File: config.mk
export PLATFORM = sky130hd
export DESIGN_NAME = commit_unit
export DESIGN_NICKNAME = d
export VERILOG_FILES = /design/src/logic/pipeline_pkg.sv /design/src/logic/commit_unit.sv
export SDC_FILE = /design/constraint.sdc
export NUM_CORES = 1
export LEC_CHECK = 0
export BUFFER_PORTS_ARGS = -buffer_cell sky130_fd_sc_hd__buf_4
export CAP_MARGIN = 20
export CORE_AREA = 2 2 108 110
export DETAILED_ROUTE_END_ITERATION = 7
export DIE_AREA = 0 0 110 112
export PLACE_DENSITY = 0.67
export SETUP_SLACK_MARGIN = 0.5
export SLEW_MARGIN = 10
export SYNTH_ARGS = -nofsm -noshare
export SYNTH_HDL_FRONTEND = slang
export SYNTH_SLANG_ARGS = --single-unit
File: constraint.sdc
create_clock -name clock -period 0.8 [get_ports clock]
set_clock_uncertainty 0.05 [all_clocks]
set_input_delay 0.08 -clock clock [delete_from_list [all_inputs] [get_ports clock]]
set_output_delay 0.08 -clock clock [all_outputs]
set_load 0.02 [all_outputs]
File: src/logic/pipeline_pkg.sv
package pipeline_pkg;

  ////////////////////////////////////////
  // Widths
  ////////////////////////////////////////
  localparam int data_width    = 64;   // Register and ALU width
  localparam int addr_width    = 64;   // PC width
  localparam int inst_width    = 32;
  localparam int reg_idx_width = 5;

  localparam logic [reg_idx_width-1:0] zero_reg = 5'd31;  // Reads zero, drops writes

  // Primary opcodes
  localparam logic [5:0] op_inta = 6'h10;  // Integer arithmetic
  localparam logic [5:0] op_intl = 6'h11;  // Integer logical
  localparam logic [5:0] op_lda  = 6'h08;
  localparam logic [5:0] op_pal  = 6'h00;  // call_pal

  // Operate function codes, qualified by opcode
  localparam logic [6:0] func_addq  = 7'h20;
  localparam logic [6:0] func_subq  = 7'h29;
  localparam logic [6:0] func_cmpeq = 7'h2d;
  localparam logic [6:0] func_and   = 7'h00;
  localparam logic [6:0] func_bis   = 7'h20;
  localparam logic [6:0] func_xor   = 7'h40;

  localparam logic [25:0] pal_halt = 26'd0;  // call_pal function for halt

  ////////////////////////////////////////
  // Control encodings
  ////////////////////////////////////////
  typedef enum logic [2:0] {
    alu_add, alu_sub, alu_cmpeq, alu_and, alu_or, alu_xor
  } alu_func_t;

  typedef enum logic [1:0] {
    opb_reg,      // rb value
    opb_literal,  // Zero-extended 8-bit literal
    opb_disp      // Sign-extended 16-bit displacement
  } opb_select_t;

  typedef enum logic [1:0] {
    no_error, halted_on_halt, halted_on_illegal
  } status_t;

  // One instruction word, two decodings
  // rb of the operate view lives in literal[7:3]
  typedef union packed {
    struct packed {
      logic [5:0] opcode;
      logic [4:0] ra;
      logic [7:0] literal;   // Upper five bits double as rb
      logic       lit_flag;  // Set selects literal over rb
      logic [6:0] func;
      logic [4:0] rc;
    } operate_fmt;
    struct packed {
      logic [5:0]  opcode;
      logic [4:0]  ra;
      logic [4:0]  rb;
      logic [15:0] disp;
    } memory_fmt;
  } inst_t;

  localparam inst_t nop_inst = 32'h47ff_041f;  // bis r31,r31,r31

endpackage

File: src/logic/commit_unit.sv
`timescale 1ns/1ns

module commit_unit (
  input  logic                                   clock,
  input  logic                                   reset,
  input  logic [pipeline_pkg::data_width-1:0]    ex_result,
  input  logic [pipeline_pkg::reg_idx_width-1:0] ex_dest_idx,
  input  logic [pipeline_pkg::addr_width-1:0]    ex_npc,
  input  logic                                   ex_valid,
  input  logic                                   ex_halt,
  input  logic                                   ex_illegal,
  output logic                                   commit_wr_en,
  output logic [pipeline_pkg::reg_idx_width-1:0] commit_wr_idx,
  output logic [pipeline_pkg::data_width-1:0]    commit_wr_data,
  output logic [pipeline_pkg::addr_width-1:0]    commit_npc,
  output logic [3:0]                             completed_insts,
  output pipeline_pkg::status_t                  error_status,
  output logic                                   halted
);
  import pipeline_pkg::*;

  ////////////////////////////////////////
  // Execute/commit register
  ////////////////////////////////////////
  always_ff @(posedge clock)
  begin
    if (reset)
    begin
      commit_wr_en    <= 1'b0;
      completed_insts <= 4'd0;
      error_status    <= no_error;
    end
    else
    begin
      // r31 and illegal words never write
      commit_wr_en    <= ex_valid && !ex_illegal && ex_dest_idx != zero_reg;
      completed_insts <= {3'b000, ex_valid};  // Halting word counts too
      if (error_status == no_error && ex_valid)
      begin
        if (ex_illegal)
          error_status <= halted_on_illegal;
        else if (ex_halt)
          error_status <= halted_on_halt;
      end
    end
  end

  always_ff @(posedge clock)
  begin
    commit_wr_idx  <= ex_dest_idx;
    commit_wr_data <= ex_result;
    commit_npc     <= ex_npc;
  end

  assign halted = (error_status != no_error);  // Sticky with the status

endmodule

==> summary.md <==
* path depth of the worst reg2reg path: 4
* result of the run: finished, violations left
* die span in y: 112 um
* setup_tns: -25.98 ns
* IR drop worst, VDD: 1.63 mV
* Post-Synth Simple-Gate Area: 1.23%
* main combinational cell family by area after synthesis: simple AND/OR/NAND/NOR gates
* remaining design rule violation count: 0
* multiplexer share of the synthesized area: 0%
* xor and xnor fraction of the mapped netlist area: 0%
* Worst Hold Slack: -0.274 ns
* total via count after detailed routing: 2,253
* Min-Delay Path Depth: 1
* worst endpoint required time: 0.67 ns
* total of fill cells in the finished design: 828
* clock transition at the register clock pins on the worst setup and hold paths after CTS: 0.05 ns
* met2 wire len: 4.80 mm
* compound-cell area share of the yosys netlist: 0.881%
* cell with the largest stage delay on the worst path: dfxtp_4
* Root Driver: clkbuf_16
* final count of pins violating max slew: 0
* buffer depth of the longest clock path: 2
* total global routing overflow: 0
* total of warnings raised by yosys: 0
* max-cap viol count: 0
* worst hold path type: in2reg
* setup slack after layout: -0.304 ns
* Met3 Wirelength: 1.36 mm
* met1 WL: 2.49 mm
* worst slack after detailed placement: -0.0541 ns
* arrival time at the worst endpoint: 0.97 ns
* synthesized area per cell: 18.7 um^2
* antenna violations before repair: 0
* violations in the final reports: hold timing, setup timing
* area fraction of the dominant cell type after synthesis: 96.6%
* power density over cell area: 2370 mW/mm^2
* maximum number of pins on one net before global-route repair: 17
* clock tree from TritonCTS: built
* vias in the first global route: 2,483
* Hold Startpoint: ex_dest_idx[3]
* Critical Path Start: error_status[0]
* hold violation count in the final report: 137
* Synth Instances: 152
* family of cells with the greatest summed delay on the critical path: flip-flops
* reg2reg setup slack: -0.03 ns
* start of the worst register-to-register path: error_status[1]
* Leakage Power: 3.01 nW
* All-Layer GR Usage: 14.0%
* number of placement rows: 39
* count of buffers inserted at the top-level ports: 275
* start-to-end type of the worst setup path: reg2out
* kind of start point of the critical path: flop
* GP Congestion: 0.732
* number of CTS-inserted buffers: 17
* top-level I/O count: 279
* signed area change from the synthesized netlist to the final layout: 135%
* overall die area: 0.0123 mm^2
* global-route wire length before repair: 12.2 mm
* Max H-tree Level: 4
* detailed router's first-iteration violation count: 44
* terminating pin of the worst hold path: commit_wr_idx[3]
* Chip Width: 110 um
* number of different library cells in the post-synthesis netlist: 11
* share of synthesized area occupied by flip-flops and latches: 96.6%
* Crit Path Max Fanout: 3
* final standard cell count with taps included and fillers excluded: 602
* Worst Setup End Kind: output pin
* most area-hungry cell type in the Yosys netlist: dfxtp_1
* post-route ant nets: 0
* RSZ-0062 raised after global routing: true
* Initial Utilization: 25.4%
* cell area after synthesis: 0.00284 mm^2
* crit-path cells: inv_2, nand2_2, buf_6
* number of clock sinks: 137
* core region area: 0.0112 mm^2
* total number of nets in the final design: 586
* time the worst path needs with I/O delays and setup: 1.10 ns
* dpl cells: 569
* ranking of synthesized cells by area: dfxtp_1 97%, buf_4 0.79%, a2111oi_2 0.53%
* latest clock arrival within the worst-skew pair: 0.40 ns
* Synth Register Bits: 137
* Final Util: 59.7%
* fraction of layout cells with a size suffix above 1: 97.6%
* share of synthesized cell area in full adder, half adder and majority cells: 0%
* count of final setup violators: 139
* drt wl/cell: 14.6 um
* Vias/cell: 3.74
* Reg2Reg Capture Point: error_status[1]
* antenna cells: 0
* top routing layer in use: met4
* period utilization: 138%
* Buffers & Inverters on Critical Path: 2
* maximum clock rate: 906 MHz
* first drt pass iteration count: 3
* aggregate routed wire length: 8.78 mm
* Critical Path Max Stage Delay: 0.35 ns
[metrics by stage]
step                total power, mW  area, um^2
floorplan                      7.78        3360
global placement               8.86        5590
detailed placement             8.89        5590
CTS                            16.0        6640
global route                   16.5        6670
finish                         15.8        6670
[cell usage in the layout, fill, tap and decap left out, types with 2 or more instances in the layout]
cell type and n:
dfxtp_4 137, buf_4 139, conb_1 3, clkbuf_1 2
clkinv_1 2, buf_6 139, clkbuf_16 17, clkinv_2 6
inv_4 2
[kinds of logic after synthesis]
logic type             after synthesis
AND/OR/NAND/NOR                      5
other                                1
flip-flops                         137
buffers and inverters                6
AO/OA/AOI/OAI                        3
[worst max path at each step]
stage / end / cells past startpoint
2_1_floorplan: error_status[0] / 2
3_5_place_dp: commit_wr_en / 3
3_3_place_gp: commit_wr_en / 3
6_report: halted / 3
4_1_cts: halted / 3
5_1_grt: halted / 3
[registers in the layout (all words and copies together), names as in the netlist]
| register | flops |
|---|---|
| commit_wr_data | 64 |
| commit_npc | 64 |
| completed_insts | 1 |
| commit_wr_en | 1 |
| error_status | 2 |
| commit_wr_idx | 5 |
[layout make-up]
type	count	area, um^2	area share [%]
Sequential cell	137	3260	48.8
Tap cell	143	179	2.68
Inverter	3	16.3	0.244
Timing Repair Buffer	278	2610	39.1
Clock buffer	19	433	6.49
Multi-Input combinational cell	11	92.6	1.39
Clock inverter	11	83.8	1.26
[report_power, final]
part / total (mW) / switching (mW) / internal, mW
clock network: 6.74 / 2.57 / 4.17
logic: 1.88 / 0.759 / 1.12
registers: 7.18 / 0.177 / 7.01
[cell usage after synthesis]
master and n:
a2111oi_2 1, a21oi_1 2, and4_1 1, buf_4 3, conb_1 1, dfxtp_1 137
inv_1 3, nand2_1 1, nand3b_1 1, nand4bb_1 1, nor2_1 1
[per-layer routing]
layer | track usage (%) | vias up
met1 | 11.1 | 1004
met2 | 25.3 | 176
li1 | - | 1062
met5 | 0 | -
met3 | 9.72 | 11
met4 | 6.16 | 0
[timing repair]
| item | 4_1_cts | 5_1_grt |
|---|---|---|
| pin swaps | 2 | 3 |
| resized for setup | 142 | 4 |
| setup buffers | 2 | 1 |
| setup endpoints to repair | 141 | 141 |
| hold endpoints to repair | 137 | 137 |
No activity file was read; power rests on OpenSTA's default activity.
