File: src/logic/pipeline_pkg.sv
package pipeline_pkg;

  ////////////////////////////////////////
  // Widths
  ////////////////////////////////////////
  localparam int data_width    = 64;   // Register and ALU width
  localparam int addr_width    = 64;   // PC width
  localparam int inst_width    = 32;
  localparam int reg_idx_width = 5;

  localparam logic [reg_idx_width-1:0] zero_reg = 5'd31;  // Reads zero, drops writes

  // Primary opcodes
  localparam logic [5:0] op_inta = 6'h10;  // Integer arithmetic
  localparam logic [5:0] op_intl = 6'h11;  // Integer logical
  localparam logic [5:0] op_lda  = 6'h08;
  localparam logic [5:0] op_pal  = 6'h00;  // call_pal

  // Operate function codes, qualified by opcode
  localparam logic [6:0] func_addq  = 7'h20;
  localparam logic [6:0] func_subq  = 7'h29;
  localparam logic [6:0] func_cmpeq = 7'h2d;
  localparam logic [6:0] func_and   = 7'h00;
  localparam logic [6:0] func_bis   = 7'h20;
  localparam logic [6:0] func_xor   = 7'h40;

  localparam logic [25:0] pal_halt = 26'd0;  // call_pal function for halt

  ////////////////////////////////////////
  // Control encodings
  ////////////////////////////////////////
  typedef enum logic [2:0] {
    alu_add, alu_sub, alu_cmpeq, alu_and, alu_or, alu_xor
  } alu_func_t;

  typedef enum logic [1:0] {
    opb_reg,      // rb value
    opb_literal,  // Zero-extended 8-bit literal
    opb_disp      // Sign-extended 16-bit displacement
  } opb_select_t;

  typedef enum logic [1:0] {
    no_error, halted_on_halt, halted_on_illegal
  } status_t;

  // One instruction word, two decodings
  // rb of the operate view lives in literal[7:3]
  typedef union packed {
    struct packed {
      logic [5:0] opcode;
      logic [4:0] ra;
      logic [7:0] literal;   // Upper five bits double as rb
      logic       lit_flag;  // Set selects literal over rb
      logic [6:0] func;
      logic [4:0] rc;
    } operate_fmt;
    struct packed {
      logic [5:0]  opcode;
      logic [4:0]  ra;
      logic [4:0]  rb;
      logic [15:0] disp;
    } memory_fmt;
  } inst_t;

  localparam inst_t nop_inst = 32'h47ff_041f;  // bis r31,r31,r31

endpackage

File: src/logic/fetch_unit.sv
`timescale 1ns/1ns

module fetch_unit (
  input  logic                             clock,
  input  logic                             reset,
  input  logic                             halted,
  input  logic                             imem_ack,
  input  pipeline_pkg::inst_t              imem_data,
  output logic                             imem_req,
  output logic [pipeline_pkg::addr_width-1:0] imem_addr,
  output pipeline_pkg::inst_t              if_inst,
  output logic [pipeline_pkg::addr_width-1:0] if_npc,
  output logic                             if_valid
);
  import pipeline_pkg::*;

  logic [addr_width-1:0] pc;
  logic [addr_width-1:0] npc;
  logic                  capture;    // Ack seen while requesting
  inst_t                 buf_inst;   // Capture buffer
  logic [addr_width-1:0] buf_npc;
  logic                  buf_valid;

  assign npc       = pc + addr_width'(4);
  assign capture   = imem_req && imem_ack;
  assign imem_addr = pc;  // Only moves when req drops

  ////////////////////////////////////////
  // Four-phase request
  ////////////////////////////////////////
  always_ff @(posedge clock)
  begin
    if (reset)
    begin
      imem_req <= 1'b0;
      pc       <= '0;
    end
    else if (capture)
    begin
      imem_req <= 1'b0;  // Phase 3, release
      pc       <= npc;
    end
    else if (!imem_req && !imem_ack && !halted)
      imem_req <= 1'b1;  // Ack low seen, next request
  end

  // Capture edge, then fetch/decode register one cycle later
  always_ff @(posedge clock)
  begin
    if (reset)
    begin
      buf_inst  <= nop_inst;
      buf_valid <= 1'b0;
      if_inst   <= nop_inst;
      if_valid  <= 1'b0;
    end
    else
    begin
      buf_valid <= capture;
      if (capture)
        buf_inst <= imem_data;
      if_inst  <= buf_inst;
      if_valid <= buf_valid && !halted;  // Late words after halt dropped
    end
  end

  always_ff @(posedge clock)
  begin
    if (capture)
      buf_npc <= npc;
    if_npc <= buf_npc;
  end

endmodule

File: config.mk
export PLATFORM = sky130hd
export DESIGN_NAME = fetch_unit
export DESIGN_NICKNAME = d
export VERILOG_FILES = /design/src/logic/pipeline_pkg.sv /design/src/logic/fetch_unit.sv
export SDC_FILE = /design/constraint.sdc
export NUM_CORES = 1
export LEC_CHECK = 0
export CAP_MARGIN = 20
export CORE_ASPECT_RATIO = 1.2
export CORE_MARGIN = 4
export CORE_UTILIZATION = 35
export DETAILED_ROUTE_END_ITERATION = 10
export DONT_BUFFER_PORTS = 1
export GPL_TIMING_DRIVEN = 0
export SKIP_LAST_GASP = 1
export SYNTH_ARGS = -nofsm -noshare
export SYNTH_HDL_FRONTEND = slang
export SYNTH_SLANG_ARGS = --single-unit
File: constraint.sdc
create_clock -name clock -period 4.6 [get_ports clock]
set_input_delay 0.23 -clock clock [delete_from_list [all_inputs] [get_ports clock]]
set_output_delay 0.23 -clock clock [all_outputs]
set_load 0.02 [all_outputs]
==> run_results.csv <==
group,metric,value,unit
run_status,status,"complete, no violations",
detailed_routing,drcViolationCount,0,
synth,synth.avg_cell_area,10.8,um2
sta,rsz0062_at_grt,"no",
hold_path,hold_class,"in2reg",
pwr,internal_power,3.43,mW
sta,hold_viol,0,
floorplan,rows,64,
synth,ys.flop_type,"dfxtp_1",
sta,fmax,317,MHz
layout,num-fill-cells,2474,
cts,htree_num_levels,1,
layout,regArea,0.00569,mm2
cts,cts_tree,"built",
synth,synth-edff-count,62,
cts,insertion_delay,0.52,ns
synth,syn_inst,851,
synth,ys_seq_elements,253,
layout,fin_area,0.0108,mm2
pwr,leakage,4.05,nW
pwr,power_frac_comb,2.3,%
floorplan,core_area,0.0256,mm2
layout,drive_above_1_share,10.0,%
grt,grt_pass1_wl,36000,um
place,port_buffers,0,
pwr,total_power,4.35,mW
pwr,swShare,21.1,%
synth,syn_area,0.00915,mm2
pwr,power_frac_clock,44.6,%
layout,diodes,0,
sta,setup_viol_count_final,0,
worst_setup_path,cp.arrival,3.41,ns
grt,grt-busiest-layer,"met2",
cts,clk_pin_slew,0.06,ns
layout,multi_input_area,0.00325,mm2
grt,met1_usage,19.1,%
synth,synth_cell_types,41,
layout,layout.cells.non_filler,1266,
grt,antenna_found_initial,0,
detailed_routing,ant_nets,0,
floorplan,io_pins,198,
pwr,p_per_area,404,mW/mm2
worst_setup_path,required,4.85,ns
grt,grt_use_met2,27.2,%
cts,clockBufferDepth,3,
place,hpwl,16800,um
grt,grt_start_max_net_pins,36,
detailed_routing,routed-via-count,6301,
cts,root_buffer,"clkbuf_16",
floorplan,dieHeight,185,um
grt,use_met3,5.19,%
worst_setup_path,cp_cell_sequence,"ha_1 -> nand3_2 -> nor2_1 -> nand4_1 -> clkbuf_1 -> nor3_1 -> xor2_1",
synth,async_flop_share,0,%
layout,mostFrequentLayoutCell,"dfxtp_1",
floorplan,die_area,0.0288,mm2
synth,yosysWarnings,0,
synth,ys_seq_area_share,62.1,%
worst_setup_path,slowest_stage,"dfxtp_1",
pwr,seq_power_share,53.1,%
cts,post_cts_resize_count,0,
grt,grt_overflow,0,
sta,finalCritPeriodShare,68.7,%
detailed_routing,wl,23500,um
place,routabilityCongestion,0.819,
grt,grt_pass1_vias,6097,
place,placed_cells,1186,
pwr,p_sw,0.916,mW
cts,cts-buffers-inserted,25,
layout,final_util,42.0,%
worst_setup_path,crit_path_end_kind,"flip-flop",
pwr,peakVddDrop,0.000235,V
place,post-place-ws,1.47,ns
detailed_routing,via_per_inst,4.98,
place,dpl_cell_area,0.00962,mm2
floorplan,start_util,35.7,%
sta,finalCriticalPeriod,3.16,ns
layout,mostFrequentLayoutCells,"191 x dfxtp_1, 107 x nand2_1, 62 x xor2_1, 62 x edfxtp_1, 61 x nor2_1",
detailed_routing,wl_per_cell,18.6,um
job,drv_cap,0,
detailed_routing,drtIter0Drc,361,
sta,fin_skew,0.0130,ns
worst_setup_path,cp-start-kind,"flip-flop",
grt,track_usage,16.0,%
sta,relSlewSlack,41.5,%
sta,setup_ws,1.44,ns
sta,worst_pin_slew,0.870,ns
cts,clkSinkCount,253,
floorplan,die_w,156,um
sta,slew_viol_final,0,
detailed_routing,drt_first_pass_iters,5,
worst_setup_path,critPathKind,"reg2reg",
worst_setup_path,critPathMaxFanout,10,
layout,area_delta_synth_final,17.4,%
layout,nets,955,
worst_setup_path,critPathMaxStageDelay,0.61,ns
## registers in the layout, summed over array words and instances (netlist names)
register   cells
buf_npc       62
if_npc        62
imem_addr     62
buf_inst      32
if_inst       32
buf_valid      1
if_valid       1
imem_req       1
## final timing paths
kind	startpoint	end	slack [ns]	cells past startpoint
setup reg to reg	imem_addr[2]$_SDFFE_PP0P_	buf_npc[54]$_DFFE_PP_	1.44	7
hold / removal	reset	buf_inst[2]$_SDFFE_PP1P_	0.10	2
hold reg to reg	buf_npc[32]$_DFFE_PP_	if_npc[32]$_DFF_P_	0.34	0
setup / recovery	imem_addr[2]$_SDFFE_PP0P_	buf_npc[54]$_DFFE_PP_	1.44	7
## metal layers
| layer | vias to the layer above | wire (um) | part of all wire, % |
|---|---|---|---|
| li1 | 3066 | - | - |
| met1 | 3018 | 9290 | 39 |
| met2 | 175 | 11700 | 50 |
| met3 | 42 | 1860 | 7.9 |
| met4 | 0 | 621 | 2.6 |
| met5 | - | 0 | 0 |
## stage by stage
stage	setup TNS [ns]	hold WS, ns
final	0	0.101
after floorplan	0	0.306
after global routing	0	0.112
after global placement	-57.76	0.309
after CTS	0	0.0839
after detailed placement	0	0.311
## cell families after synthesis
| group | Yosys count | share of synthesized area [%] |
|---|---|---|
| simple gates | 377 | 22.0 |
| flops | 253 | 62.1 |
| xor+xnor | 89 | 8.52 |
| compound gates | 74 | 4.26 |
| buf+inv | 53 | 2.53 |
| mux | 3 | 0.369 |
| fa+ha+maj | 1 | 0.137 |
| other cells | 1 | 0.0410 |
## synthesized netlist by cell type (5+ instances only)
cell,count,area [um2]
dfxtp_1,191,3820
nor4_1,8,50.1
nand4_1,35,219
inv_1,5,18.8
clkbuf_1,23,86.3
edfxtp_1,62,1860
xnor2_1,27,236
or3_1,23,144
or4_1,8,60.1
and2_1,5,31.3
or2_2,19,119
buf_2,12,60.1
nand3_1,30,150
nand2_1,107,402
o31ai_1,7,52.6
o21ai_0,22,110
xor2_1,62,543
buf_1,7,26.3
nand3b_1,18,135
nor3_1,17,85.1
nor2_1,61,229
a21oi_1,44,220
and4_1,6,52.6
and3_1,8,50.1
nor2b_1,17,106
## layout make-up
cell class                 count  area share [%]
buffer                        48            1.99
tap                          330            3.84
clock inverter                 8           0.466
clock buffer                  37            6.80
sequential                   253            52.9
timing repair buffer          37            3.63
inverter                       5           0.175
multi-input combinational    548            30.2
## what timing repair did
item                                   4_1_cts  5_1_grt
hold buffers                                35        0
endpoints found under the hold margin       37        0
setup buffers                                0        0
## power by group through the flow
stage,Sequential (mW),Combinational [mW],Clock (mW)
finish,2.31,0.0983,1.94
CTS,2.31,0.0998,1.99
floorplan,2.36,0.0499,0
global placement,2.36,0.0704,0
global route,2.31,0.108,2.09
detailed placement,2.36,0.0734,0
## critical path: cells and delay by family (launching register included)
kind          cells  cell delay [ns]
simple gates      4             1.47
xor+xnor          1             0.10
flops             1             0.61
buf+inv           1             0.40
fa+ha+maj         1             0.31
Note: power is estimated with default switching activity, not from simulation.
