===== config.mk =====
export PLATFORM = sky130hd
export DESIGN_NAME = execute_unit
export DESIGN_NICKNAME = d
export VERILOG_FILES = /design/src/logic/pipeline_pkg.sv /design/src/logic/execute_unit.sv
export SDC_FILE = /design/constraint.sdc
export NUM_CORES = 1
export LEC_CHECK = 0
export BUFFER_PORTS_ARGS = -buffer_cell sky130_fd_sc_hd__buf_4
export CAP_MARGIN = 10
export CORE_MARGIN = 2
export CORE_UTILIZATION = 50
export DETAILED_ROUTE_END_ITERATION = 10
export PLACE_DENSITY = 0.75
export SYNTH_ARGS = -nofsm -noshare
export SYNTH_HDL_FRONTEND = slang
export SYNTH_SLANG_ARGS = --single-unit

===== constraint.sdc =====
create_clock -name clock -period 20.3 [get_ports clock]
set_input_delay 5.075 -clock clock [delete_from_list [all_inputs] [get_ports clock]]
set_output_delay 5.075 -clock clock [all_outputs]
set_load 0.01 [all_outputs]

===== src/logic/pipeline_pkg.sv =====
package pipeline_pkg;

  ////////////////////////////////////////
  // Widths
  ////////////////////////////////////////
  localparam int data_width    = 64;   // Register and ALU width
  localparam int addr_width    = 64;   // PC width
  localparam int inst_width    = 32;
  localparam int reg_idx_width = 5;

  localparam logic [reg_idx_width-1:0] zero_reg = 5'd31;  // Reads zero, drops writes

  // Primary opcodes
  localparam logic [5:0] op_inta = 6'h10;  // Integer arithmetic
  localparam logic [5:0] op_intl = 6'h11;  // Integer logical
  localparam logic [5:0] op_lda  = 6'h08;
  localparam logic [5:0] op_pal  = 6'h00;  // call_pal

  // Operate function codes, qualified by opcode
  localparam logic [6:0] func_addq  = 7'h20;
  localparam logic [6:0] func_subq  = 7'h29;
  localparam logic [6:0] func_cmpeq = 7'h2d;
  localparam logic [6:0] func_and   = 7'h00;
  localparam logic [6:0] func_bis   = 7'h20;
  localparam logic [6:0] func_xor   = 7'h40;

  localparam logic [25:0] pal_halt = 26'd0;  // call_pal function for halt

  ////////////////////////////////////////
  // Control encodings
  ////////////////////////////////////////
  typedef enum logic [2:0] {
    alu_add, alu_sub, alu_cmpeq, alu_and, alu_or, alu_xor
  } alu_func_t;

  typedef enum logic [1:0] {
    opb_reg,      // rb value
    opb_literal,  // Zero-extended 8-bit literal
    opb_disp      // Sign-extended 16-bit displacement
  } opb_select_t;

  typedef enum logic [1:0] {
    no_error, halted_on_halt, halted_on_illegal
  } status_t;

  // One instruction word, two decodings
  // rb of the operate view lives in literal[7:3]
  typedef union packed {
    struct packed {
      logic [5:0] opcode;
      logic [4:0] ra;
      logic [7:0] literal;   // Upper five bits double as rb
      logic       lit_flag;  // Set selects literal over rb
      logic [6:0] func;
      logic [4:0] rc;
    } operate_fmt;
    struct packed {
      logic [5:0]  opcode;
      logic [4:0]  ra;
      logic [4:0]  rb;
      logic [15:0] disp;
    } memory_fmt;
  } inst_t;

  localparam inst_t nop_inst = 32'h47ff_041f;  // bis r31,r31,r31

endpackage


===== src/logic/execute_unit.sv =====
`timescale 1ns/1ns

module execute_unit (
  input  logic                                   clock,
  input  logic                                   reset,
  input  pipeline_pkg::inst_t                    inst,
  input  logic [pipeline_pkg::addr_width-1:0]    npc,
  input  logic                                   valid,
  input  logic [pipeline_pkg::data_width-1:0]    rega,
  input  logic [pipeline_pkg::data_width-1:0]    regb,
  input  pipeline_pkg::alu_func_t                alu_func,
  input  pipeline_pkg::opb_select_t              opb_select,
  input  logic [pipeline_pkg::reg_idx_width-1:0] dest_idx,
  input  logic                                   halt,
  input  logic                                   illegal,
  output logic [pipeline_pkg::data_width-1:0]    ex_result,
  output logic [pipeline_pkg::reg_idx_width-1:0] ex_dest_idx,
  output logic [pipeline_pkg::addr_width-1:0]    ex_npc,
  output logic                                   ex_valid,
  output logic                                   ex_halt,
  output logic                                   ex_illegal
);
  import pipeline_pkg::*;

  inst_t                 de_inst;
  logic [data_width-1:0] de_rega;
  logic [data_width-1:0] de_regb;
  alu_func_t             de_alu_func;
  opb_select_t           de_opb_select;
  logic [data_width-1:0] opa;
  logic [data_width-1:0] opb;

  ////////////////////////////////////////
  // Decode/execute register
  ////////////////////////////////////////
  always_ff @(posedge clock)
  begin
    if (reset)
    begin
      de_inst       <= nop_inst;
      de_alu_func   <= alu_or;     // Matches the nop
      de_opb_select <= opb_reg;
      ex_dest_idx   <= zero_reg;
      ex_valid      <= 1'b0;
      ex_halt       <= 1'b0;
      ex_illegal    <= 1'b0;
    end
    else
    begin
      de_inst       <= inst;
      de_alu_func   <= alu_func;
      de_opb_select <= opb_select;
      ex_dest_idx   <= dest_idx;
      ex_valid      <= valid;
      ex_halt       <= halt;
      ex_illegal    <= illegal;
    end
  end

  always_ff @(posedge clock)
  begin
    de_rega <= rega;
    de_regb <= regb;
    ex_npc  <= npc;
  end

  // lda base is rb, operate uses ra
  assign opa = (de_opb_select == opb_disp) ? de_regb : de_rega;

  always_comb
  begin
    case (de_opb_select)
      opb_literal: opb = {{(data_width - 8){1'b0}}, de_inst.operate_fmt.literal};
      opb_disp:    opb = {{(data_width - 16){de_inst.memory_fmt.disp[15]}},
                          de_inst.memory_fmt.disp};
      default:     opb = de_regb;
    endcase
  end

  ////////////////////////////////////////
  // ALU
  ////////////////////////////////////////
  always_comb
  begin
    case (de_alu_func)
      alu_sub:   ex_result = opa - opb;
      alu_cmpeq: ex_result = {{(data_width - 1){1'b0}}, opa == opb};  // 1 or 0
      alu_and:   ex_result = opa & opb;
      alu_or:    ex_result = opa | opb;
      alu_xor:   ex_result = opa ^ opb;
      default:   ex_result = opa + opb;  // addq and lda
    endcase
  end

endmodule


==> flow_summary.yaml <==
status:
  outcome: "finished, final reports clean"
power:
  finalPower_w: 0.00177
  switchingPower_w: 0.000697
  p_int_w: 0.00107
  powerDensity_mw_per_mm2: 81.7
  leakage_nw: 9.75
  p_clk_share_pct: 26.1
  p_seq_share_pct: 27.1
  swShare_pct: 39.3
  combPwrFrac_pct: 46.8
  ir_worst_vdd_uv: 118
synthesis:
  yosysUniqueCellTypes: 95
  synth_cells: 2343
  ys_async_sr_fraction_pct: 0
  post_synth_instance_area_mm2: 0.0180
  yosys_register_bits: 226
  synth-edff-count: 0
  synth.avg_cell_area_um2: 7.68
  synth_top_flop_cell: "dfxtp_1"
  ys_seq_area_share_pct: 25.2
  synth_fp_nets: 2751
  ys_warn_count: 0
global_route:
  grt_antenna_before_repair: 0
  grt_pass1_wl_um: 104000
  grt_overflow: 0
  grt_max_degree: 68
  grt_pass1_vias: 18800
  grtUsageTotal_pct: 34.3
sta:
  worstMarginPinSlew_ns: 1.20
  layout_min_cycle_time_ns: 12.49
  fmax_mhz: 80.0
  layout_setup_ws_ns: 7.81
  setup_viol: 0
  slew_viol_final: 0
  rsz0062_at_grt: "no"
  fin_crit_sh_pct: 61.5
  fin_tns_setup_ns: 0
  hold_slack_ns: 4.62
  hold_viol: 0
  maxSlewHeadroom_pct: 19.0
die:
  die_y_um: 194
  die_area_mm2: 0.0375
  initial_utilization_pct: 50.7
  rows: 69
  die_x_um: 194
  coreArea_mm2: 0.0355
  ioPinCount: 375
clock_tree:
  root_buffer: "clkbuf_16"
  cts_resized: 0
  htree_levels: 1
  cts_buffer_depth: 3
  clock_sinks: 226
  clk_pin_slew_ns: 0.06
  numCtsBuffers: 24
  post_cts_buffers: 0
  cts_tree: "yes"
  hold_buffers: 0
worst_setup_path:
  cp-startpoint: "de_opb_select[0]"
  critical_path.endpoint: "ex_result[58]"
  crit_arrival_ns: 7.42
  crit_type: "reg2out"
  cp.required_ns: 15.23
  start_kind: "flop"
  end_kind: "primary output"
  cp_max_fo: 60
hold_path:
  hp-class: "in2reg"
  holdCritStartpoint: "regb[23]"
routing:
  ant_nets: 0
  wl_per_cell_um: 22.0
  drc: 0
  vias_per_cell: 6.29
  drt_iter0_drc: 1845
  via_count: 19300
  first_pass_iters: 9
  wl_um: 67700
cells_and_area:
  drive_above_1_share_pct: 20.9
  num-fill-cells: 3216
  diodes: 0
  final_util_pct: 61.1
  area_delta_synth_final_pct: 20.6
  layout.nets: 3004
placement:
  numPortBuffers: 363
  post-place-ws_ns: 8.51
  gp_congestion: 1.01
  hpwl_um: 51100
run:
  maxCapViolCount: 0
## worst min path at each step
stage	endpoint	depth (start not counted)
global route	de_rega[21]	1
CTS	de_rega[24]	1
global placement	ex_npc[44]	1
detailed placement	ex_npc[11]	1
finish	de_regb[23]	1
floorplan	de_rega[0]	0
## through the flow
stage,area [µm²],instances
floorplan,18000,2343
global route,21700,3072
finish,21700,3072
CTS,21700,3072
detailed placement,20800,3031
global placement,20800,3031
## metal layers
layer	track usage (%)	up-vias	share of wire [%]
met3	5.97	222	8.7
met4	16.3	0	5.1
met5	0	-	0
met1	41.9	9002	39
met2	58.5	1083	47
li1	-	9007	-
## power groups by stage
stage	combinational [W]	sequential (W)	clock [W]
6_report	0.000829	0.000480	0.000463
3_5_place_dp	0.000803	0.000489	0
4_1_cts	0.000808	0.000480	0.000475
5_1_grt	0.000889	0.000482	0.000490
2_1_floorplan	0.000531	0.000489	0
3_3_place_gp	0.000793	0.000489	0
## cell usage after synthesis (9+ instances only)
master,number,area (µm²)
o22ai_1,28,175
a21boi_0,16,120
ha_1,167,2090
nor3_1,36,180
inv_1,177,664
o31ai_1,13,97.6
o21bai_1,33,248
a22oi_1,30,225
nor4_1,26,163
a21o_1,42,315
a211oi_1,28,210
o221a_2,13,146
or3_1,10,62.6
nand2b_1,15,93.8
a221oi_1,19,166
and2_1,14,87.6
dfxtp_1,226,4520
mux2_2,48,541
a211o_1,12,105
a31oi_1,27,169
nand4_1,16,100
o31a_1,13,114
xor2_1,9,78.8
o21ai_0,185,926
buf_1,13,48.8
a21oi_1,267,1340
a22o_1,13,114
or2_2,28,175
o21a_1,47,353
nand2_1,174,653
and3_1,23,144
nand3_1,51,255
clkbuf_1,128,480
o211ai_1,18,135
buf_2,10,50.1
xnor2_1,41,359
nor2b_1,47,294
nor2_1,130,488
## cell type report
class | instances | area [µm²] | share of cell area [%]
multi-input combinational | 1781 | 12200 | 56.2
sequential | 226 | 4530 | 20.9
tap | 461 | 577 | 2.66
clock buffer | 34 | 678 | 3.13
clock inverter | 7 | 164 | 0.756
inverter | 180 | 676 | 3.12
timing repair buffer | 383 | 2880 | 13.3
## flip-flops by register name (all words and copies together) (netlist names)
register and flops:
de_regb 64, de_alu_func 3, ex_dest_idx 5, ex_valid 1, ex_halt 1, de_opb_select 2
de_rega 64, de_inst 21, ex_illegal 1, ex_npc 64
## logic make-up after synthesis
group	after synthesis	share of synthesized area, %
compound gates	903	33.2
xor+xnor	50	2.43
fa+ha+maj	169	11.8
buf+inv	336	7.31
flops	226	25.2
mux	56	3.45
simple gates	603	16.6
## worst max-delay path, stage by stage (launching register included)
cell and delay [ns]:
dfxtp_1 0.31, inv_1 0.09, ha_4 0.68, buf_4 0.62, nand2_1 0.10, nand2_1 0.09
buf_4 0.53, o21a_1 0.23, ha_1 0.39, or2_2 0.43, nor3_1 0.41, or3b_2 0.49
a2bb2oi_1 0.17, nand2_1 0.14, a2111oi_0 0.08, o31ai_1 0.77, a31oi_1 0.22, a2111o_1 0.43
mux2_2 0.27, a22o_1 0.21, buf_4 0.15
## cells in the final DEF, fill, tap and decap left out, drive strengths merged, types with 30 or more instances in the layout
master and count:
o21bai 33, a21oi 267, buf 383, nor3 36, xnor2 41, o21a 47, a21o 42, nand3 51
dfxtp 226, mux2 48, clkbuf 34, o21ai 187, ha 167, inv 179, nand2 174, a22oi 30
nor2b 47, nor2 130
Power figures use the tool's default switching activity.
