File: src/logic/pipeline_pkg.sv
package pipeline_pkg;

  ////////////////////////////////////////
  // Widths
  ////////////////////////////////////////
  localparam int data_width    = 64;   // Register and ALU width
  localparam int addr_width    = 64;   // PC width
  localparam int inst_width    = 32;
  localparam int reg_idx_width = 5;

  localparam logic [reg_idx_width-1:0] zero_reg = 5'd31;  // Reads zero, drops writes

  // Primary opcodes
  localparam logic [5:0] op_inta = 6'h10;  // Integer arithmetic
  localparam logic [5:0] op_intl = 6'h11;  // Integer logical
  localparam logic [5:0] op_lda  = 6'h08;
  localparam logic [5:0] op_pal  = 6'h00;  // call_pal

  // Operate function codes, qualified by opcode
  localparam logic [6:0] func_addq  = 7'h20;
  localparam logic [6:0] func_subq  = 7'h29;
  localparam logic [6:0] func_cmpeq = 7'h2d;
  localparam logic [6:0] func_and   = 7'h00;
  localparam logic [6:0] func_bis   = 7'h20;
  localparam logic [6:0] func_xor   = 7'h40;

  localparam logic [25:0] pal_halt = 26'd0;  // call_pal function for halt

  ////////////////////////////////////////
  // Control encodings
  ////////////////////////////////////////
  typedef enum logic [2:0] {
    alu_add, alu_sub, alu_cmpeq, alu_and, alu_or, alu_xor
  } alu_func_t;

  typedef enum logic [1:0] {
    opb_reg,      // rb value
    opb_literal,  // Zero-extended 8-bit literal
    opb_disp      // Sign-extended 16-bit displacement
  } opb_select_t;

  typedef enum logic [1:0] {
    no_error, halted_on_halt, halted_on_illegal
  } status_t;

  // One instruction word, two decodings
  // rb of the operate view lives in literal[7:3]
  typedef union packed {
    struct packed {
      logic [5:0] opcode;
      logic [4:0] ra;
      logic [7:0] literal;   // Upper five bits double as rb
      logic       lit_flag;  // Set selects literal over rb
      logic [6:0] func;
      logic [4:0] rc;
    } operate_fmt;
    struct packed {
      logic [5:0]  opcode;
      logic [4:0]  ra;
      logic [4:0]  rb;
      logic [15:0] disp;
    } memory_fmt;
  } inst_t;

  localparam inst_t nop_inst = 32'h47ff_041f;  // bis r31,r31,r31

endpackage

File: src/logic/instruction_decoder.sv
`timescale 1ns/1ns

module instruction_decoder (
  input  pipeline_pkg::inst_t                   inst,
  input  logic                                  valid,
  output pipeline_pkg::alu_func_t               alu_func,
  output pipeline_pkg::opb_select_t             opb_select,
  output logic [pipeline_pkg::reg_idx_width-1:0] dest_idx,
  output logic                                  halt,
  output logic                                  illegal
);
  import pipeline_pkg::*;

  logic [25:0] pal_func;  // call_pal function field

  assign pal_func = {inst.memory_fmt.ra, inst.memory_fmt.rb, inst.memory_fmt.disp};

  always_comb
  begin
    // Inactive defaults, also the bubble case
    alu_func   = alu_add;
    opb_select = opb_reg;
    dest_idx   = zero_reg;
    halt       = 1'b0;
    illegal    = 1'b0;
    if (valid)
    begin
      case (inst.operate_fmt.opcode)
        op_inta, op_intl:
        begin
          opb_select = inst.operate_fmt.lit_flag ? opb_literal : opb_reg;
          dest_idx   = inst.operate_fmt.rc;
          if (inst.operate_fmt.opcode == op_inta)
          begin
            case (inst.operate_fmt.func)
              func_addq:  alu_func = alu_add;
              func_subq:  alu_func = alu_sub;
              func_cmpeq: alu_func = alu_cmpeq;
              default:    illegal  = 1'b1;
            endcase
          end
          else
          begin
            case (inst.operate_fmt.func)
              func_and: alu_func = alu_and;
              func_bis: alu_func = alu_or;
              func_xor: alu_func = alu_xor;
              default:  illegal  = 1'b1;
            endcase
          end
        end
        op_lda:
        begin
          opb_select = opb_disp;             // rb + sext(disp)
          dest_idx   = inst.memory_fmt.ra;
        end
        op_pal:
          if (pal_func == pal_halt)
            halt = 1'b1;
          else
            illegal = 1'b1;                  // Only halt is kept
        default:
          illegal = 1'b1;
      endcase
      if (illegal)
        dest_idx = zero_reg;                 // Never writes
    end
  end

endmodule

File: config.mk
export PLATFORM = sky130hd
export DESIGN_NAME = instruction_decoder
export DESIGN_NICKNAME = d
export VERILOG_FILES = /design/src/logic/pipeline_pkg.sv /design/src/logic/instruction_decoder.sv
export SDC_FILE = /design/constraint.sdc
export NUM_CORES = 1
export LEC_CHECK = 0
export ABC_CLOCK_PERIOD_IN_PS = 4000
export BUFFER_PORTS_ARGS = -buffer_cell sky130_fd_sc_hd__clkbuf_2
export CAP_MARGIN = 20
export CORE_AREA = 3 3 40 42
export DETAILED_ROUTE_END_ITERATION = 16
export DIE_AREA = 0 0 43 45
export PLACE_DENSITY_LB_ADDON = 0.1
export SLEW_MARGIN = 20
export SYNTH_ARGS = -nofsm -noshare
export SYNTH_HDL_FRONTEND = slang
export SYNTH_SLANG_ARGS = --single-unit
File: constraint.sdc
create_clock -name vclk -period 4
set_clock_uncertainty 0.2 [all_clocks]
set_input_delay 1 -clock vclk [all_inputs]
set_output_delay 1 -clock vclk [all_outputs]
set_load 0.05 [all_outputs]
==> results.json, run 1 <==
{
  "start_util": 0.278,
  "min_from": "inst[7]",
  "die_h_um": 45,
  "drcViolationCount": 0,
  "ctsResizeCount": 0,
  "place.gp.congestion": 0.784,
  "syn-num-nets": 85,
  "setup_violations": 0,
  "worstHoldPathType": "in -> out",
  "pin_count": 45,
  "dp_hpwl_mm": 1.21,
  "hold_violations": 0,
  "fmax_mhz": 266,
  "drive_above_1_share": 0.577,
  "ys_top_cells_by_count": "nand3_1, nor4_1, a22oi_1",
  "io_buffers": 45,
  "diodes": 0,
  "row_count": 13,
  "netlist_area_um2": 357,
  "wirelength_mm": 1.31,
  "die_width_um": 43,
  "crit_fanout": 9,
  "layout.nets": 132,
  "gr-total-overflow": 0,
  "grt_max_degree": 10,
  "seq_cells": 0,
  "antenna_found_initial": 0,
  "dieArea_um2": 1940,
  "drt_iter0_markers": 2,
  "outcome": "completed",
  "crit_top_cell": "clkbuf_2",
  "setup_tns_ns": 0,
  "maxSlewViolCount": 0,
  "yosys-top-cells-area": "a22oi_1, nor4_1, nand3_1",
  "clkbuf_count": 0,
  "cellPowerDensity_nw_per_um2": 67.8,
  "arrival_ns": 2.56,
  "post-route-min-period_ns": 3.76,
  "critPathLaunch": "inst[29]",
  "tightest_slew_ns": 0.434,
  "cts_setup_buffers": 0,
  "vias": 602,
  "required_ns": 2.80,
  "core_area_um2": 1280,
  "maxCapViolCount": 0,
  "synth_warnings": 0,
  "seqCellArea_um2": 0,
  "avgSynthCellArea_um2": 6.86,
  "dp.cells": 112,
  "max-vdd-ir-drop_uv": 30.0,
  "area_growth_pct": 73.7,
  "yosysTopAreaCell": "a22oi_1",
  "first_pass_iters": 3,
  "fin_cells": 112,
  "num-fill-cells": 146,
  "leakagePower_nw": 0.270,
  "post-route-period-util": 0.940,
  "critical-path-max-stage-delay_ns": 0.58,
  "ys_seq_area_frac": 0,
  "ant_nets": 0,
  "end_kind": "output pin",
  "path_class": "in -> out",
  "rsz0062_at_grt": "false",
  "crit_chain": "clkbuf_2, or4b_4, nor2_4, nand2_4, nor4_4, clkbuf_2",
  "slew_headroom": 0.707,
  "grt_pass1_wl_mm": 2.08,
  "holdBufCountCts": 0,
  "crit_slowest_cell": "or4b_4",
  "wl_per_cell_um": 11.7,
  "synth_cell_types": 26,
  "grt_pass1_vias": 531,
  "grt_use_total": 0.129,
  "via_per_inst": 5.38,
  "cp-start-kind": "input port",
  "synth_top_area_share": 0.105,
  "syn_inst": 52
}
critical path: cells and delay by family:
kind                   cells  cell delay (ns)
buffers and inverters      2             0.41
AND/OR/NAND/NOR            4             1.15
power breakdown:
group | total (mW) | internal (mW) | switching [mW]
logic | 0.0420 | 0.0183 | 0.0237
clock network | 0 | 0 | 0
registers | 0 | 0 | 0
metal layers:
metal,track usage,wire length [um]
met1,0.162,524
met2,0.257,687
met3,0.00398,94
met4,0,0
met5,0,0
through the flow:
stage               setup slack, ns  utilization  hold WS (ns)  cell area (um2)  total power, mW
floorplan                    0.0532            -          1.94              372           0.0174
global placement              0.263        0.482          2.27              619           0.0419
detailed placement            0.214        0.482          2.27              619           0.0422
CTS                           0.214        0.482          2.27              619           0.0423
global route                  0.144        0.482          2.29              619           0.0461
finish                        0.239        0.482          2.26              619           0.0420
path summary, 6_finish.rpt:
path | to | slack [ns] | depth (start not counted)
worst max-delay path | alu_func[2] | 0.24 | 6
worst min-delay path | alu_func[1] | 2.26 | 4
cell usage in the layout (no fill, tap or decap), types with 2 or more instances in the layout:
cell / netlist / routed
nor2_1: 3 / 3
nand2_1: 2 / 2
or3_1: 2 / 2
and2_1: 2 / 2
and3_2: 2 / 2
a21oi_1: 2 / 2
nor3_1: 4 / 4
nor4_1: 6 / 5
a22oi_1: 5 / 5
clkbuf_2: 0 / 45
nand3_1: 6 / 6
nand4_1: 3 / 3
final cells by class:
cell class         instances  area, um2  area share
repair buffers            46        233       0.376
multi-input cells         50        364       0.588
inverters                  1       3.75     0.00606
well taps                 15       18.8      0.0303
cells by family after synthesis:
logic type | Yosys count | synth area share
AO/OA/AOI/OAI | 11 | 0.239
AND/OR/NAND/NOR | 38 | 0.716
XOR/XNOR | 1 | 0.0246
buffers and inverters | 2 | 0.0210
No activity file was read; power rests on OpenSTA's default activity.
==> inputs of run 2 (changes only) <==
SETUP_SLACK_MARGIN = 0.4   (was not set)
==> run 2 against run 1 <==
Compared with the run above: core utilization increased by 16 points; non-clock buffer count increased by 5; combinational power increased by 25%; power increased by 25%; worst setup slack improved by 0.12 ns; sequential share of layout area unchanged; clock-buffer cell count unchanged; first-iteration DRC count increased to 7.5 times the previous value; via count increased by 8.0%; critical path type unchanged; highest routed layer is now met4.
==> results.json, run 2 (synthesis results as in run 1) <==
{
  "outcome": "completed",
  "layout_common_cells": "clkbuf_2, buf_8, nand3_1, nor4_1",
  "wirelength_mm": 1.65,
  "drt_iter0_markers": 15,
  "diodes": 0,
  "clkbuf_count": 0,
  "use_met2": 0.341,
  "worstHoldPathType": "in -> out",
  "layout.nets": 137,
  "num-fill-cells": 117,
  "post-route-period-util": 0.911,
  "hold_ws_ns": 2.19,
  "drcViolationCount": 0,
  "die_h_um": 45,
  "path_buf_inv": 2,
  "slew_headroom": 0.747,
  "layout_commonest_cell": "clkbuf_2",
  "io_buffers": 45,
  "vias": 650,
  "crit_chain": "buf_6, or4b_4, nor2_4, nand2_4, nor4_4, clkbuf_8",
  "setup_tns_ns": 0,
  "grt_use_total": 0.164,
  "row_count": 13,
  "seqCellArea_um2": 0,
  "pin_count": 45,
  "critPathTopFamily": "simple AND/OR/NAND/NOR gates",
  "start_util": 0.278,
  "leakagePower_nw": 0.342,
  "place.gp.congestion": 0.772,
  "hold_violations": 0,
  "required_ns": 2.80,
  "use_met3": 0.0279,
  "rsz0062_at_grt": "true",
  "cellPowerDensity_nw_per_um2": 63.2,
  "wl_per_cell_um": 14.1,
  "grt_pass1_vias": 650,
  "maxCapViolCount": 0,
  "seq_cells": 0,
  "crit_slowest_cell": "or4b_4",
  "max-vdd-ir-drop_uv": 37.9,
  "dieArea_um2": 1940,
  "setup_violations": 0,
  "pre_cts_slack_ns": 0.191,
  "holdBufCountCts": 0,
  "core_area_um2": 1280,
  "grt_max_degree": 9,
  "via_per_inst": 5.56,
  "fmax_mhz": 274,
  "cp-start-kind": "input port",
  "dpl_cell_area_um2": 649,
  "critical-path-max-stage-delay_ns": 0.57,
  "area_growth_pct": 132,
  "die_width_um": 43,
  "grt_pass1_wl_mm": 2.58,
  "ant_nets": 0,
  "first_pass_iters": 4,
  "dp_hpwl_mm": 1.29,
  "gr-total-overflow": 0,
  "setup_ws_ns": 0.356,
  "arrival_ns": 2.44,
  "grt_use_met1": 0.184,
  "post-route-min-period_ns": 3.64,
  "maxSlewViolCount": 0,
  "drive_above_1_share": 0.676,
  "crit_fanout": 7,
  "globalRoute.busiestLayer": "met2",
  "path_class": "in -> out",
  "end_kind": "output pin",
  "p_total_mw": 0.0523,
  "final_area_um2": 828,
  "tightest_slew_ns": 0.380,
  "antenna_found_initial": 0
}
==> run 2: report_power, final <==
group,switching [mW],internal (mW)
Clock,0,0
Combinational,0.0278,0.0245
Sequential,0,0
Total,0.0278,0.0245
==> run 2: what timing repair did <==
item,in CTS,in global routing
gates resized for setup,22,14
setup buffers,3,2
endpoints found under the setup margin,9,10
pin swaps,6,4
==> run 2: per-layer routing <==
metal | wire (um) | share of wire
met1 | 592 | 0.36
met4 | 2 | 0.0012
met3 | 195 | 0.12
met5 | 0 | 0
met2 | 855 | 0.52
==> run 2: metrics by stage <==
step | util | instances
detailed placement | 0.505 | 112
global route | 0.645 | 117
CTS | 0.598 | 115
finish | 0.645 | 117
global placement | 0.505 | 112
floorplan | - | 52
==> run 2: cell type report <==
class	count	area, um2	area share
inverter	1	3.75	0.00453
tap	15	18.8	0.0227
multi-input combinational	50	434	0.524
timing repair buffer	51	372	0.449
==> run 2: worst paths after layout <==
kind	start	end	slack, ns	depth (start not counted)
setup / recovery	inst[31]	alu_func[2]	0.36	6
hold / removal	inst[25]	dest_idx[4]	2.19	4
==> run 2: worst min-delay path, cell delays in order <==
cell	delay (ns)
clkbuf_2	0.10
a22oi_2	0.06
nand3_2	0.09
buf_8	0.14
==> inputs of run 3 (changes only) <==
CELL_PAD_IN_SITES_DETAIL_PLACEMENT = 2   (was not set)
CELL_PAD_IN_SITES_GLOBAL_PLACEMENT = 2   (was not set)
CORE_AREA = not set   (was 3 3 40 42)
CORE_MARGIN = 3   (was not set)
CORE_UTILIZATION = 15   (was not set)
DIE_AREA = not set   (was 0 0 43 45)
==> run 3 against run 2 <==
Compared with the run above: worst setup slack worse by 0.022 ns; non-clock buffer count up 3; via count up 1.8%; largest power group unchanged; flip-flop and latch count unchanged; wire length up 16%; critical endpoint unchanged; clock-buffer cell count unchanged; critical path type unchanged.
==> results.json, run 3 (synthesis results as in run 1) <==
{
  "outcome": "completed",
  "vias": 662,
  "place.gp.congestion": 0.750,
  "layout.nets": 140,
  "start_util": 0.160,
  "critPathTopFamily": "simple AND/OR/NAND/NOR gates",
  "crit_slowest_cell": "or4b_4",
  "pre_cts_slack_ns": 0.189,
  "dieArea_um2": 3000,
  "end_kind": "output pin",
  "core_area_um2": 2230,
  "layout_commonest_cell": "clkbuf_2",
  "pin_count": 45,
  "grt_max_degree": 9,
  "required_ns": 2.80,
  "antenna_found_initial": 0,
  "post-route-min-period_ns": 3.67,
  "rsz0062_at_grt": "true",
  "wirelength_mm": 1.91,
  "crit_fanout": 8,
  "grt_pass1_wl_mm": 2.92,
  "post-route-period-util": 0.916,
  "fin_cells": 133,
  "via_per_inst": 4.98,
  "arrival_ns": 2.47,
  "setup_violations": 0,
  "hold_ws_ns": 2.21,
  "die_h_um": 54.8,
  "critical-path-max-stage-delay_ns": 0.57,
  "ant_nets": 0,
  "area_growth_pct": 148,
  "gr-total-overflow": 0,
  "crit_chain": "buf_6, or4b_4, nor2_4, nand2_4, nor4_4, clkbuf_8",
  "holdPathStages": 4,
  "hold_end": "dest_idx[4]",
  "path_class": "in -> out",
  "dp_hpwl_mm": 1.55,
  "worstHoldPathType": "in -> out",
  "layout_common_cells": "clkbuf_2, buf_4, buf_8",
  "drive_above_1_share": 0.695,
  "first_pass_iters": 2,
  "cp-start-kind": "input port",
  "path_buf_inv": 2,
  "row_count": 17,
  "hold_violations": 0,
  "setup_tns_ns": 0,
  "die_width_um": 54.8,
  "io_buffers": 45,
  "maxSlewViolCount": 0,
  "grt_pass1_vias": 661,
  "leakagePower_nw": 0.355,
  "clkbuf_count": 0,
  "seq_cells": 0,
  "cellPowerDensity_nw_per_um2": 60.7,
  "grt_use_total": 0.129,
  "slew_headroom": 0.708,
  "seqCellArea_um2": 0,
  "wl_per_cell_um": 14.4,
  "dp.cells": 126,
  "setup_ws_ns": 0.334,
  "min_from": "inst[25]",
  "max-vdd-ir-drop_uv": 23.4,
  "maxCapViolCount": 0,
  "drcViolationCount": 0,
  "diodes": 0,
  "drt_iter0_markers": 1,
  "tightest_slew_ns": 0.438,
  "fmax_mhz": 273
}
## run 3: tightest hold or removal path, cell delays in order
cell and delay [ns]:
clkbuf_2 0.09, a22oi_1 0.08, nand3_2 0.09, buf_8 0.14
## run 3: worst max-delay path by stage
stage | from | end | slack, ns | depth (start not counted)
6_report | inst[31] | alu_func[2] | 0.33 | 6
5_1_grt | inst[31] | dest_idx[3] | 0.24 | 7
4_1_cts | inst[31] | dest_idx[3] | 0.28 | 6
3_5_place_dp | inst[29] | alu_func[1] | 0.19 | 6
3_3_place_gp | inst[29] | dest_idx[2] | 0.20 | 6
2_1_floorplan | inst[29] | alu_func[2] | 0.32 | 4
## run 3: area by class of cell
| class | count | area [um2] |
|---|---|---|
| well taps | 28 | 35.0 |
| fillers | 267 | 1350 |
| inverters | 1 | 3.75 |
| repair buffers | 54 | 395 |
| multi-input cells | 50 | 449 |
## run 3: timing repair
| action | in CTS | in global routing |
|---|---|---|
| endpoints found under the hold margin | 0 | 0 |
| hold buffers | 0 | 0 |
| gates resized for setup | 20 | 20 |
| pin swaps | 8 | 5 |
| endpoints found under the setup margin | 10 | 11 |
| buffers inserted | 2 | 5 |
| cloned | 0 | 0 |
## run 3: power breakdown
part	internal [mW]	leakage [nW]	switching, mW
Clock	0	0	0
Sequential	0	0	0
Combinational	0.0251	0.355	0.0285
## run 3: routing by layer
layer | vias to the layer above | GRT usage | part of all wire
li1 | 322 | - | -
met1 | 316 | 0.160 | 0.38
met2 | 24 | 0.250 | 0.56
met3 | 0 | 0.0109 | 0.058
met4 | 0 | 0 | 0
met5 | - | 0 | 0
## run 3: per-stage QoR
| stage | utilization | instance area [um2] | power (mW) |
|---|---|---|---|
| finish | 0.396 | 883 | 0.0537 |
| global route | 0.396 | 883 | 0.0585 |
| CTS | 0.347 | 776 | 0.0482 |
| detailed placement | 0.301 | 673 | 0.0446 |
| global placement | 0.301 | 673 | 0.0441 |
| floorplan | - | 402 | 0.0185 |
